==> config.mk <==
export PLATFORM = sky130hd
export DESIGN_NAME = boardCpld
export DESIGN_NICKNAME = d
export VERILOG_FILES = /design/src/logic/lpcPkg.sv /design/src/logic/regPkg.sv /design/src/logic/regBusIf.sv /design/src/logic/lpcTarget.sv /design/src/logic/cpldRegs.sv /design/src/logic/biosWatchdog.sv /design/src/logic/biosSwitch.sv /design/src/logic/boardCpld.sv
export SDC_FILE = /design/constraint.sdc
export NUM_CORES = 1
export LEC_CHECK = 0
export ABC_AREA = 1
export BUFFER_PORTS_ARGS = -buffer_cell sky130_fd_sc_hd__buf_2
export CAP_MARGIN = 20
export CORE_ASPECT_RATIO = 0.7
export CORE_UTILIZATION = 40
export DETAILED_ROUTE_END_ITERATION = 16
export GPL_TIMING_DRIVEN = 1
export PLACE_DENSITY = 0.59
export SYNTH_ARGS = -nofsm -noshare
export SYNTH_HDL_FRONTEND = slang
export SYNTH_HIERARCHICAL = 1
export SYNTH_SLANG_ARGS = --single-unit
export TNS_END_PERCENT = 50
==> constraint.sdc <==
create_clock -name LpcClock -period 2.6 [get_ports LpcClock]
set_input_delay 0.39 -clock LpcClock [delete_from_list [all_inputs] [get_ports LpcClock]]
set_output_delay 0.39 -clock LpcClock [all_outputs]
set_load 0.005 [all_outputs]
==> src/logic/lpcPkg.sv <==
`default_nettype none

// --------------------
// LPC protocol codes
// --------------------
package lpcPkg;

    typedef logic [3:0] lpcNibbleT;                 // One LAD transfer

    localparam lpcNibbleT LpcStart     = 4'b0000;   // Start of target cycle
    localparam lpcNibbleT LpcIoRead    = 4'b0000;   // I/O, host reads
    localparam lpcNibbleT LpcIoWrite   = 4'b0010;   // I/O, host writes
    localparam lpcNibbleT LpcSyncReady = 4'b0000;   // Ready, no wait states
    localparam lpcNibbleT LpcTarIdle   = 4'b1111;   // Turnaround value

    // Target cycle states, host side first, then target side
    typedef enum logic [3:0] {
        StIdle,         // Waiting for start
        StCycType,      // Cycle type and direction
        StAddr3,        // Address [15:12]
        StAddr2,        // Address [11:8]
        StAddr1,        // Address [7:4]
        StAddr0,        // Address [3:0]
        StWrData0,      // Write data low nibble
        StWrData1,      // Write data high nibble
        StHostTar,      // Host turnaround, two clocks
        StSync,         // Target drives sync
        StRdData0,      // Read data low nibble
        StRdData1,      // Read data high nibble
        StTarTurn       // Target turnaround
    } lpcStateT;

endpackage

`default_nettype wire

==> src/logic/regPkg.sv <==
`default_nettype none

// --------------------
// CPLD register map
// --------------------
package regPkg;

    typedef logic [7:0] regByteT;               // Register contents
    typedef logic [7:0] regAddrT;               // Offset inside the I/O page

    localparam regByteT CpldIoPage = 8'h0A;     // Claims 0x0A00 to 0x0AFF

    localparam regAddrT PostCodeAddr  = 8'h80;  // POST code port
    localparam regAddrT BiosCtrlAddr  = 8'h01;  // Dual BIOS control
    localparam regAddrT WdtCountAddr  = 8'h02;  // BIOS watchdog count
    localparam regAddrT IntStatusAddr = 8'h09;  // Interrupt status and mask

    // BiosCtrlAddr bits
    localparam int BiosSwapBit   = 0;           // Software swap, R/W
    localparam int BiosJumperBit = 1;           // Jumper level, RO
    localparam int BiosActiveBit = 2;           // Flash in use, RO

    // IntStatusAddr bits
    localparam int IntPendBit = 0;              // Watchdog pending, write 1 clears
    localparam int IntMaskBit = 1;              // Watchdog interrupt enable

    // Watchdog tick, kept short for simulation
    localparam int WdtTickCycles = 64;
    localparam int WdtPreWidth   = $clog2(WdtTickCycles);

endpackage

`default_nettype wire

==> src/logic/regBusIf.sv <==
`timescale 1ns/1ns
`default_nettype none

// Register access from the LPC target into the register file
interface regBusIf import regPkg::*; ();

    logic    wr;        // One-cycle write strobe
    logic    rd;        // One-cycle read strobe
    regAddrT addr;      // Offset in the CPLD page
    regByteT wrData;    // Byte to write
    regByteT rdData;    // Answer in the same cycle

    // LPC side
    modport host (
        output wr, rd, addr, wrData,
        input  rdData
    );

    // Register file side
    modport dev (
        input  wr, rd, addr, wrData,
        output rdData
    );

endinterface

`default_nettype wire

==> src/logic/lpcTarget.sv <==
`timescale 1ns/1ns
`default_nettype none

module lpcTarget import lpcPkg::*, regPkg::*; (
    input  wire logic      LpcClock,
    input  wire logic      rstN,
    input  wire logic      lpcFrameN,
    input  wire lpcNibbleT lpcLadIn,
    output lpcNibbleT      lpcLadOut,
    output logic           lpcLadOe,
    regBusIf.host          regBus
);

    lpcStateT state;
    lpcStateT stateNext;
    logic     isWrite;      // Latched from the cycle type nibble
    logic     tarSecond;    // Second clock of host turnaround
    logic     claimed;      // Upper address byte hits our page
    regByteT  addrHi;
    regAddrT  addrLo;
    regByteT  wrByte;
    regByteT  rdByte;       // Read data held for the data phase

    assign claimed = (addrHi == CpldIoPage);

    // --------------------
    // Next state
    // --------------------
    always_comb begin
        stateNext = state;
        if (!lpcFrameN) begin
            // Frame low aborts anything in flight
            stateNext = (lpcLadIn == LpcStart) ? StCycType : StIdle;
        end else begin
            case (state)
                StIdle:    stateNext = StIdle;
                StCycType: begin
                    if (lpcLadIn == LpcIoRead || lpcLadIn == LpcIoWrite) begin
                        stateNext = StAddr3;
                    end else begin
                        stateNext = StIdle;     // Memory, DMA, FWH ignored
                    end
                end
                StAddr3:   stateNext = StAddr2;
                StAddr2:   stateNext = StAddr1;
                StAddr1:   stateNext = StAddr0;
                StAddr0:   stateNext = isWrite ? StWrData0 : StHostTar;
                StWrData0: stateNext = StWrData1;
                StWrData1: stateNext = StHostTar;
                StHostTar: begin
                    if (tarSecond) begin
                        stateNext = claimed ? StSync : StIdle;  // Foreign page stays off the bus
                    end
                end
                StSync:    stateNext = isWrite ? StTarTurn : StRdData0;
                StRdData0: stateNext = StRdData1;
                StRdData1: stateNext = StTarTurn;
                StTarTurn: stateNext = StIdle;
                default:   stateNext = StIdle;
            endcase
        end
    end

    // --------------------
    // Control registers
    // --------------------
    always_ff @(posedge LpcClock) begin
        if (!rstN) begin
            state     <= StIdle;
            isWrite   <= 1'b0;
            tarSecond <= 1'b0;
            lpcLadOe  <= 1'b0;
        end else begin
            state     <= stateNext;
            tarSecond <= (state == StHostTar) && !tarSecond;    // Counts the two TAR clocks
            // Enable lines up with the states that drive LAD
            lpcLadOe  <= stateNext inside {StSync, StRdData0, StRdData1, StTarTurn};
            if (state == StCycType) begin
                isWrite <= (lpcLadIn == LpcIoWrite);
            end
        end
    end

    // Address and data capture
    always_ff @(posedge LpcClock) begin
        case (state)
            StAddr3:   addrHi[7:4] <= lpcLadIn;     // MSN first
            StAddr2:   addrHi[3:0] <= lpcLadIn;
            StAddr1:   addrLo[7:4] <= lpcLadIn;
            StAddr0:   addrLo[3:0] <= lpcLadIn;
            StWrData0: wrByte[3:0] <= lpcLadIn;     // Data LSN first
            StWrData1: wrByte[7:4] <= lpcLadIn;
            StSync:    rdByte      <= regBus.rdData;
            default:   ;
        endcase
    end

    // --------------------
    // Register bus
    // --------------------
    assign regBus.wr     = (state == StSync) && isWrite;   // Lands at end of sync
    assign regBus.rd     = (state == StSync) && !isWrite;
    assign regBus.addr   = addrLo;
    assign regBus.wrData = wrByte;

    // LAD drive value qualified by lpcLadOe
    always_comb begin
        case (state)
            StSync:    lpcLadOut = LpcSyncReady;
            StRdData0: lpcLadOut = rdByte[3:0];
            StRdData1: lpcLadOut = rdByte[7:4];
            default:   lpcLadOut = LpcTarIdle;
        endcase
    end

    // Only a cycle to our own page may drive LAD
    assert property (@(posedge LpcClock) disable iff (!rstN)
        lpcLadOe |-> claimed);

endmodule

`default_nettype wire

==> src/logic/cpldRegs.sv <==
`timescale 1ns/1ns
`default_nettype none

module cpldRegs import regPkg::*; (
    input  wire logic LpcClock,
    input  wire logic rstN,
    regBusIf.dev      regBus,
    input  wire logic wdtExpire,
    input  wire logic biosActive,
    input  wire logic biosSwap,
    input  wire logic biosSel,
    output regByteT   postCode,
    output logic      wdtLoad,
    output regByteT   wdtValue,
    output logic      swapWr,
    output logic      swapValue,
    output logic      intN
);

    logic    postHit;
    logic    intHit;
    logic    intPend;       // Watchdog fired
    logic    intMask;       // Watchdog interrupt enabled
    regByteT wdtLast;       // Last count written for readback

    // --------------------
    // Write decode
    // --------------------
    assign postHit = regBus.wr && (regBus.addr == PostCodeAddr);
    assign intHit  = regBus.wr && (regBus.addr == IntStatusAddr);
    assign wdtLoad = regBus.wr && (regBus.addr == WdtCountAddr);   // Pulse to watchdog
    assign swapWr  = regBus.wr && (regBus.addr == BiosCtrlAddr);   // Pulse to BIOS switch

    assign wdtValue  = regBus.wrData;
    assign swapValue = regBus.wrData[BiosSwapBit];

    always_ff @(posedge LpcClock) begin
        if (!rstN) begin
            postCode <= '0;
            wdtLast  <= '0;
            intPend  <= 1'b0;
            intMask  <= 1'b0;
        end else begin
            if (postHit) begin
                postCode <= regBus.wrData;
            end
            if (wdtLoad) begin
                wdtLast <= regBus.wrData;
            end
            if (intHit) begin
                intMask <= regBus.wrData[IntMaskBit];
            end
            // Expiry beats a clear in the same clock
            if (wdtExpire) begin
                intPend <= 1'b1;
            end else if (intHit && regBus.wrData[IntPendBit]) begin
                intPend <= 1'b0;    // W1C
            end
        end
    end

    assign intN = ~(intPend & intMask);    // Active low to chipset

    // --------------------
    // Readback
    // --------------------
    always_comb begin
        regBus.rdData = '0;
        case (regBus.addr)
            PostCodeAddr: regBus.rdData = postCode;
            BiosCtrlAddr: begin
                regBus.rdData[BiosSwapBit]   = biosSwap;
                regBus.rdData[BiosJumperBit] = biosSel;
                regBus.rdData[BiosActiveBit] = biosActive;
            end
            WdtCountAddr: regBus.rdData = wdtLast;
            IntStatusAddr: begin
                regBus.rdData[IntPendBit] = intPend;
                regBus.rdData[IntMaskBit] = intMask;
            end
            default: ;
        endcase
    end

    // One LPC cycle is either a read or a write
    assert property (@(posedge LpcClock) disable iff (!rstN)
        !(regBus.wr && regBus.rd));

endmodule

`default_nettype wire

==> src/logic/biosWatchdog.sv <==
`timescale 1ns/1ns
`default_nettype none

module biosWatchdog import regPkg::*; (
    input  wire logic    LpcClock,
    input  wire logic    rstN,
    input  wire logic    wdtLoad,
    input  wire regByteT wdtValue,
    output logic         wdtExpire
);

    logic [WdtPreWidth-1:0] preCnt;
    logic                   tick;
    regByteT                count;      // Ticks left
    logic                   armed;

    // --------------------
    // Tick prescaler
    // --------------------
    assign tick = (preCnt == WdtPreWidth'(WdtTickCycles - 1));

    always_ff @(posedge LpcClock) begin
        if (!rstN) begin
            preCnt <= '0;
        end else begin
            preCnt <= tick ? '0 : preCnt + 1'b1;   // Free running
        end
    end

    // --------------------
    // Boot countdown
    // --------------------
    always_ff @(posedge LpcClock) begin
        if (!rstN) begin
            count     <= '0;
            armed     <= 1'b0;
            wdtExpire <= 1'b0;
        end else begin
            wdtExpire <= 1'b0;
            if (wdtLoad) begin
                count <= wdtValue;
                armed <= (wdtValue != '0);      // Zero means BIOS done
            end else if (armed && tick) begin
                count <= count - 1'b1;
                if (count == 8'd1) begin
                    armed     <= 1'b0;          // Fire once
                    wdtExpire <= 1'b1;
                end
            end
        end
    end

    // Expiry is a single-clock event
    assert property (@(posedge LpcClock) disable iff (!rstN)
        wdtExpire |=> !wdtExpire);

endmodule

`default_nettype wire

==> src/logic/biosSwitch.sv <==
`timescale 1ns/1ns
`default_nettype none

module biosSwitch (
    input  wire logic  LpcClock,
    input  wire logic  rstN,
    input  wire logic  swapWr,
    input  wire logic  swapValue,
    input  wire logic  wdtExpire,
    input  wire logic  biosSel,
    input  wire logic  spiCsN,
    output logic [1:0] biosCsN,
    output logic [1:0] biosLedN,
    output logic       biosActive,
    output logic       biosSwap
);

    // --------------------
    // Swap flag
    // --------------------
    always_ff @(posedge LpcClock) begin
        if (!rstN) begin
            biosSwap <= 1'b0;
        end else if (wdtExpire) begin
            biosSwap <= ~biosSwap;      // Failed boot moves to the other flash
        end else if (swapWr) begin
            biosSwap <= swapValue;
        end
    end

    assign biosActive = biosSel ^ biosSwap;    // Jumper picks default flash

    // --------------------
    // Chip select routing
    // --------------------
    assign biosCsN[0] = biosActive ? 1'b1 : spiCsN;    // Idle flash parked high
    assign biosCsN[1] = biosActive ? spiCsN : 1'b1;

    // LED on for the flash in use
    assign biosLedN[0] = biosActive;
    assign biosLedN[1] = ~biosActive;

endmodule

`default_nettype wire

==> src/logic/boardCpld.sv <==
`timescale 1ns/1ns
`default_nettype none

module boardCpld import lpcPkg::*, regPkg::*; (
    input  wire logic      LpcClock,
    input  wire logic      rstN,
    input  wire logic      lpcFrameN,
    input  wire lpcNibbleT lpcLadIn,
    output lpcNibbleT      lpcLadOut,   // Pad tristate sits outside
    output logic           lpcLadOe,
    input  wire logic      biosSel,     // BIOS select jumper
    input  wire logic      spiCsN,      // Chipset SPI CS
    output logic [1:0]     biosCsN,
    output logic [1:0]     biosLedN,
    output regByteT        postCode,
    output logic           intN         // To chipset
);

    regBusIf regBus ();

    logic    wdtLoad;
    regByteT wdtValue;
    logic    wdtExpire;
    logic    swapWr;
    logic    swapValue;
    logic    biosActive;
    logic    biosSwap;

    // --------------------
    // Host access
    // --------------------
    lpcTarget u_lpcTarget (
        .LpcClock  (LpcClock),
        .rstN      (rstN),
        .lpcFrameN (lpcFrameN),
        .lpcLadIn  (lpcLadIn),
        .lpcLadOut (lpcLadOut),
        .lpcLadOe  (lpcLadOe),
        .regBus    (regBus)
    );

    cpldRegs u_cpldRegs (
        .LpcClock   (LpcClock),
        .rstN       (rstN),
        .regBus     (regBus),
        .wdtExpire  (wdtExpire),
        .biosActive (biosActive),   // Readback only
        .biosSwap   (biosSwap),
        .biosSel    (biosSel),
        .postCode   (postCode),
        .wdtLoad    (wdtLoad),
        .wdtValue   (wdtValue),
        .swapWr     (swapWr),
        .swapValue  (swapValue),
        .intN       (intN)
    );

    // --------------------
    // Dual BIOS
    // --------------------
    biosWatchdog u_biosWatchdog (
        .LpcClock  (LpcClock),
        .rstN      (rstN),
        .wdtLoad   (wdtLoad),
        .wdtValue  (wdtValue),
        .wdtExpire (wdtExpire)
    );

    biosSwitch u_biosSwitch (
        .LpcClock   (LpcClock),
        .rstN       (rstN),
        .swapWr     (swapWr),
        .swapValue  (swapValue),
        .wdtExpire  (wdtExpire),
        .biosSel    (biosSel),
        .spiCsN     (spiCsN),
        .biosCsN    (biosCsN),
        .biosLedN   (biosLedN),
        .biosActive (biosActive),
        .biosSwap   (biosSwap)
    );

endmodule

`default_nettype wire

==> qor.csv <==
metric;value;unit
IO buf count;26;
# clock sinks;74;
final period utilization;81.4;%
Worst-Skew Late Latency;0.33;ns
final net count;465;
I/O pin cnt;27;
post-layout minimum cycle time;2.12;ns
skew final;0.00413;ns
Layout fillers;833;
worst-case reg-to-reg path depth;15;
Root Buffer;clkbuf_16;
Max stage delay on crit path;0.39;ns
DIE WIDTH;115;um
Max Slew Vio Count;0;
leak pwr;1.69;nW
CP Cell Sequence;inv_2 > nor2_2 > inv_2 > nor2_1 > a221o_1 > buf_2;
GRT Util Overall;18.8;%
initial antenna violation count;0;
post-synthesis net count;441;
ant diodes;0;
PwrDens;617;nW/um^2
drt wl/cell;13.5;um
Req. time, crit path;2.21;ns
worst slew pin tran;0.690;ns
kind of critical path;register to output port;
worst-case clock buffer depth;2;
Reg2Reg Setup Slack;0.64;ns
WL final;7790;um
final hold violations;0;
relative slew slack;53.7;%
most used cell, CP;inv_2;
max cap viols;0;
status;complete, no violations;
Setup violations, final;0;
synthesized area;3550;um^2
end point of the critical path;lpcLadOut[0];
Rows;28;
first-pass GRT wire length;13000;um
Mapped Cells;429;
clk slew on worst S/H paths;0.06;ns
Reg area;1800;um^2
post-CTS sizing;0;
largest net degree at the start of global routing;28;
area used by multi-input combinational logic;1410;um^2
Die H;80.8;um
Critical Path AT;1.73;ns
vias in the first global route;2599;
Yosys warnings;6;
worst r2r dst;u_biosWatchdog/count[5];
Final GP Congestion;0.887;
non-filler cells, final;578;
Fin Setup TNS;0;ns
Post-DP HPWL;5830;um
# placed instances;562;
core footprint;8510;um^2
H-tree Lvls;3;
DRC violations left;0;
Starting Density;41.7;%
die area;9260;um^2
drt first-iter violations;225;
TritonCTS clock tree;yes;
Post-DRT Antenna Nets;0;
fraction of layout instances using a drive strength above 1;17.7;%
DRT Pass-1 Iters;5;
mean area per synthesized cell;8.28;um^2
gr ovfl total;0;
Crit Path Max Fanout;4;
RSZ-0062 raised after global routing;no;
TritonCTS buffer count;9;
Critical R2R Launch;u_lpcTarget/state[3];
Worst setup EP type;output port;
Critical Path Source;u_lpcTarget/state[3];
fmax;0.473;GHz
Hold Crit Class;primary input to register;
via count;2843;
setup bufs post-CTS;0;
vias per inst;4.92;
synthesis-to-layout area growth;13.6;%
Critical-path top delay cell;dfxtp_1;
Max VDD drop;0.320;mV
Hold Buf Count CTS;0;
Worst setup SP type;register;
-- flip-flops by register name, indices dropped and copies added (netlist names) --
signal and cells:
u_cpldRegs/intMask 1, u_cpldRegs/postCode 8, u_lpcTarget/state 4, u_biosWatchdog/wdtExpire 1, u_lpcTarget/tarSecond 1, u_lpcTarget/regBus.wrData 8
u_biosWatchdog/armed 1, u_lpcTarget/lpcLadOe 1, u_lpcTarget/isWrite 1, u_lpcTarget/addrHi 8, u_lpcTarget/rdByte 8, u_biosSwitch/biosSwap 1
u_cpldRegs/wdtLast 8, u_lpcTarget/regBus.addr 8, u_biosWatchdog/preCnt 6, u_cpldRegs/intPend 1, u_biosWatchdog/count 8
-- worst min-delay path by stage --
stage,start,end,depth (start not counted)
floorplan,u_lpcTarget/tarSecond,u_lpcTarget/tarSecond,1
global placement,u_lpcTarget/tarSecond,u_lpcTarget/tarSecond,1
detailed placement,u_lpcTarget/tarSecond,u_lpcTarget/tarSecond,1
CTS,lpcFrameN,u_lpcTarget/state[2],3
global route,lpcLadIn[0],u_lpcTarget/addrHi[4],1
finish,lpcLadIn[0],u_lpcTarget/regBus.wrData[0],1
-- critical path, delay by kind of cell, from the launching register on --
kind / cells / cell delay, ns
buffers and inverters: 3 / 0.24
AO/OA/AOI/OAI: 1 / 0.24
AND/OR/NAND/NOR: 2 / 0.51
flip-flops: 1 / 0.39
-- cell usage in the layout, fill, tap and decap left out, drive strengths merged, types with 8 or more instances in the layout --
cell / count
a21oi: 14
buf: 30
clkbuf: 10
dfxtp: 42
edfxtp: 32
inv: 57
nand2: 93
nand3: 46
nor2: 84
o21ai: 8
-- layout make-up --
| cell class | instances | area share, % |
|---|---|---|
| clock buffer | 10 | 5.92 |
| clock inverter | 6 | 1.40 |
| inverter | 58 | 5.49 |
| multi-input combinational | 280 | 34.9 |
| sequential | 74 | 44.7 |
| tap | 120 | 3.72 |
| timing repair buffer | 30 | 3.97 |
-- power breakdown --
group | internal (mW) | switching [mW]
clock network | 0.760 | 0.463
registers | 1.21 | 0.00282
logic | 0.0166 | 0.0333
total | 1.99 | 0.499
-- stage by stage --
| stage | setup slack, ns | instance area (um^2) | utilization [%] | total power, mW | hold slack [ns] |
|---|---|---|---|---|---|
| 2_1_floorplan | 0.477 | 3550 | - | 1.27 | 0.399 |
| 3_5_place_dp | 0.679 | 3740 | 43.9 | 1.29 | 0.413 |
| 5_1_grt | 0.425 | 4040 | 47.4 | 2.57 | 0.357 |
| 6_report | 0.485 | 4040 | 47.4 | 2.49 | 0.347 |
| 3_3_place_gp | 0.751 | 3740 | 43.9 | 1.29 | 0.410 |
| 4_1_cts | 0.489 | 4040 | 47.4 | 2.51 | 0.338 |
-- layer usage --
layer | global-route usage (%) | part of all wire, % | vias to the layer above
met5 | 0 | 0 | -
met4 | 5.06 | 0.94 | 0
met3 | 4.55 | 5.6 | 8
met2 | 27.4 | 40 | 75
met1 | 27.8 | 53 | 1336
li1 | - | - | 1424
Power figures use the tool's default switching activity.
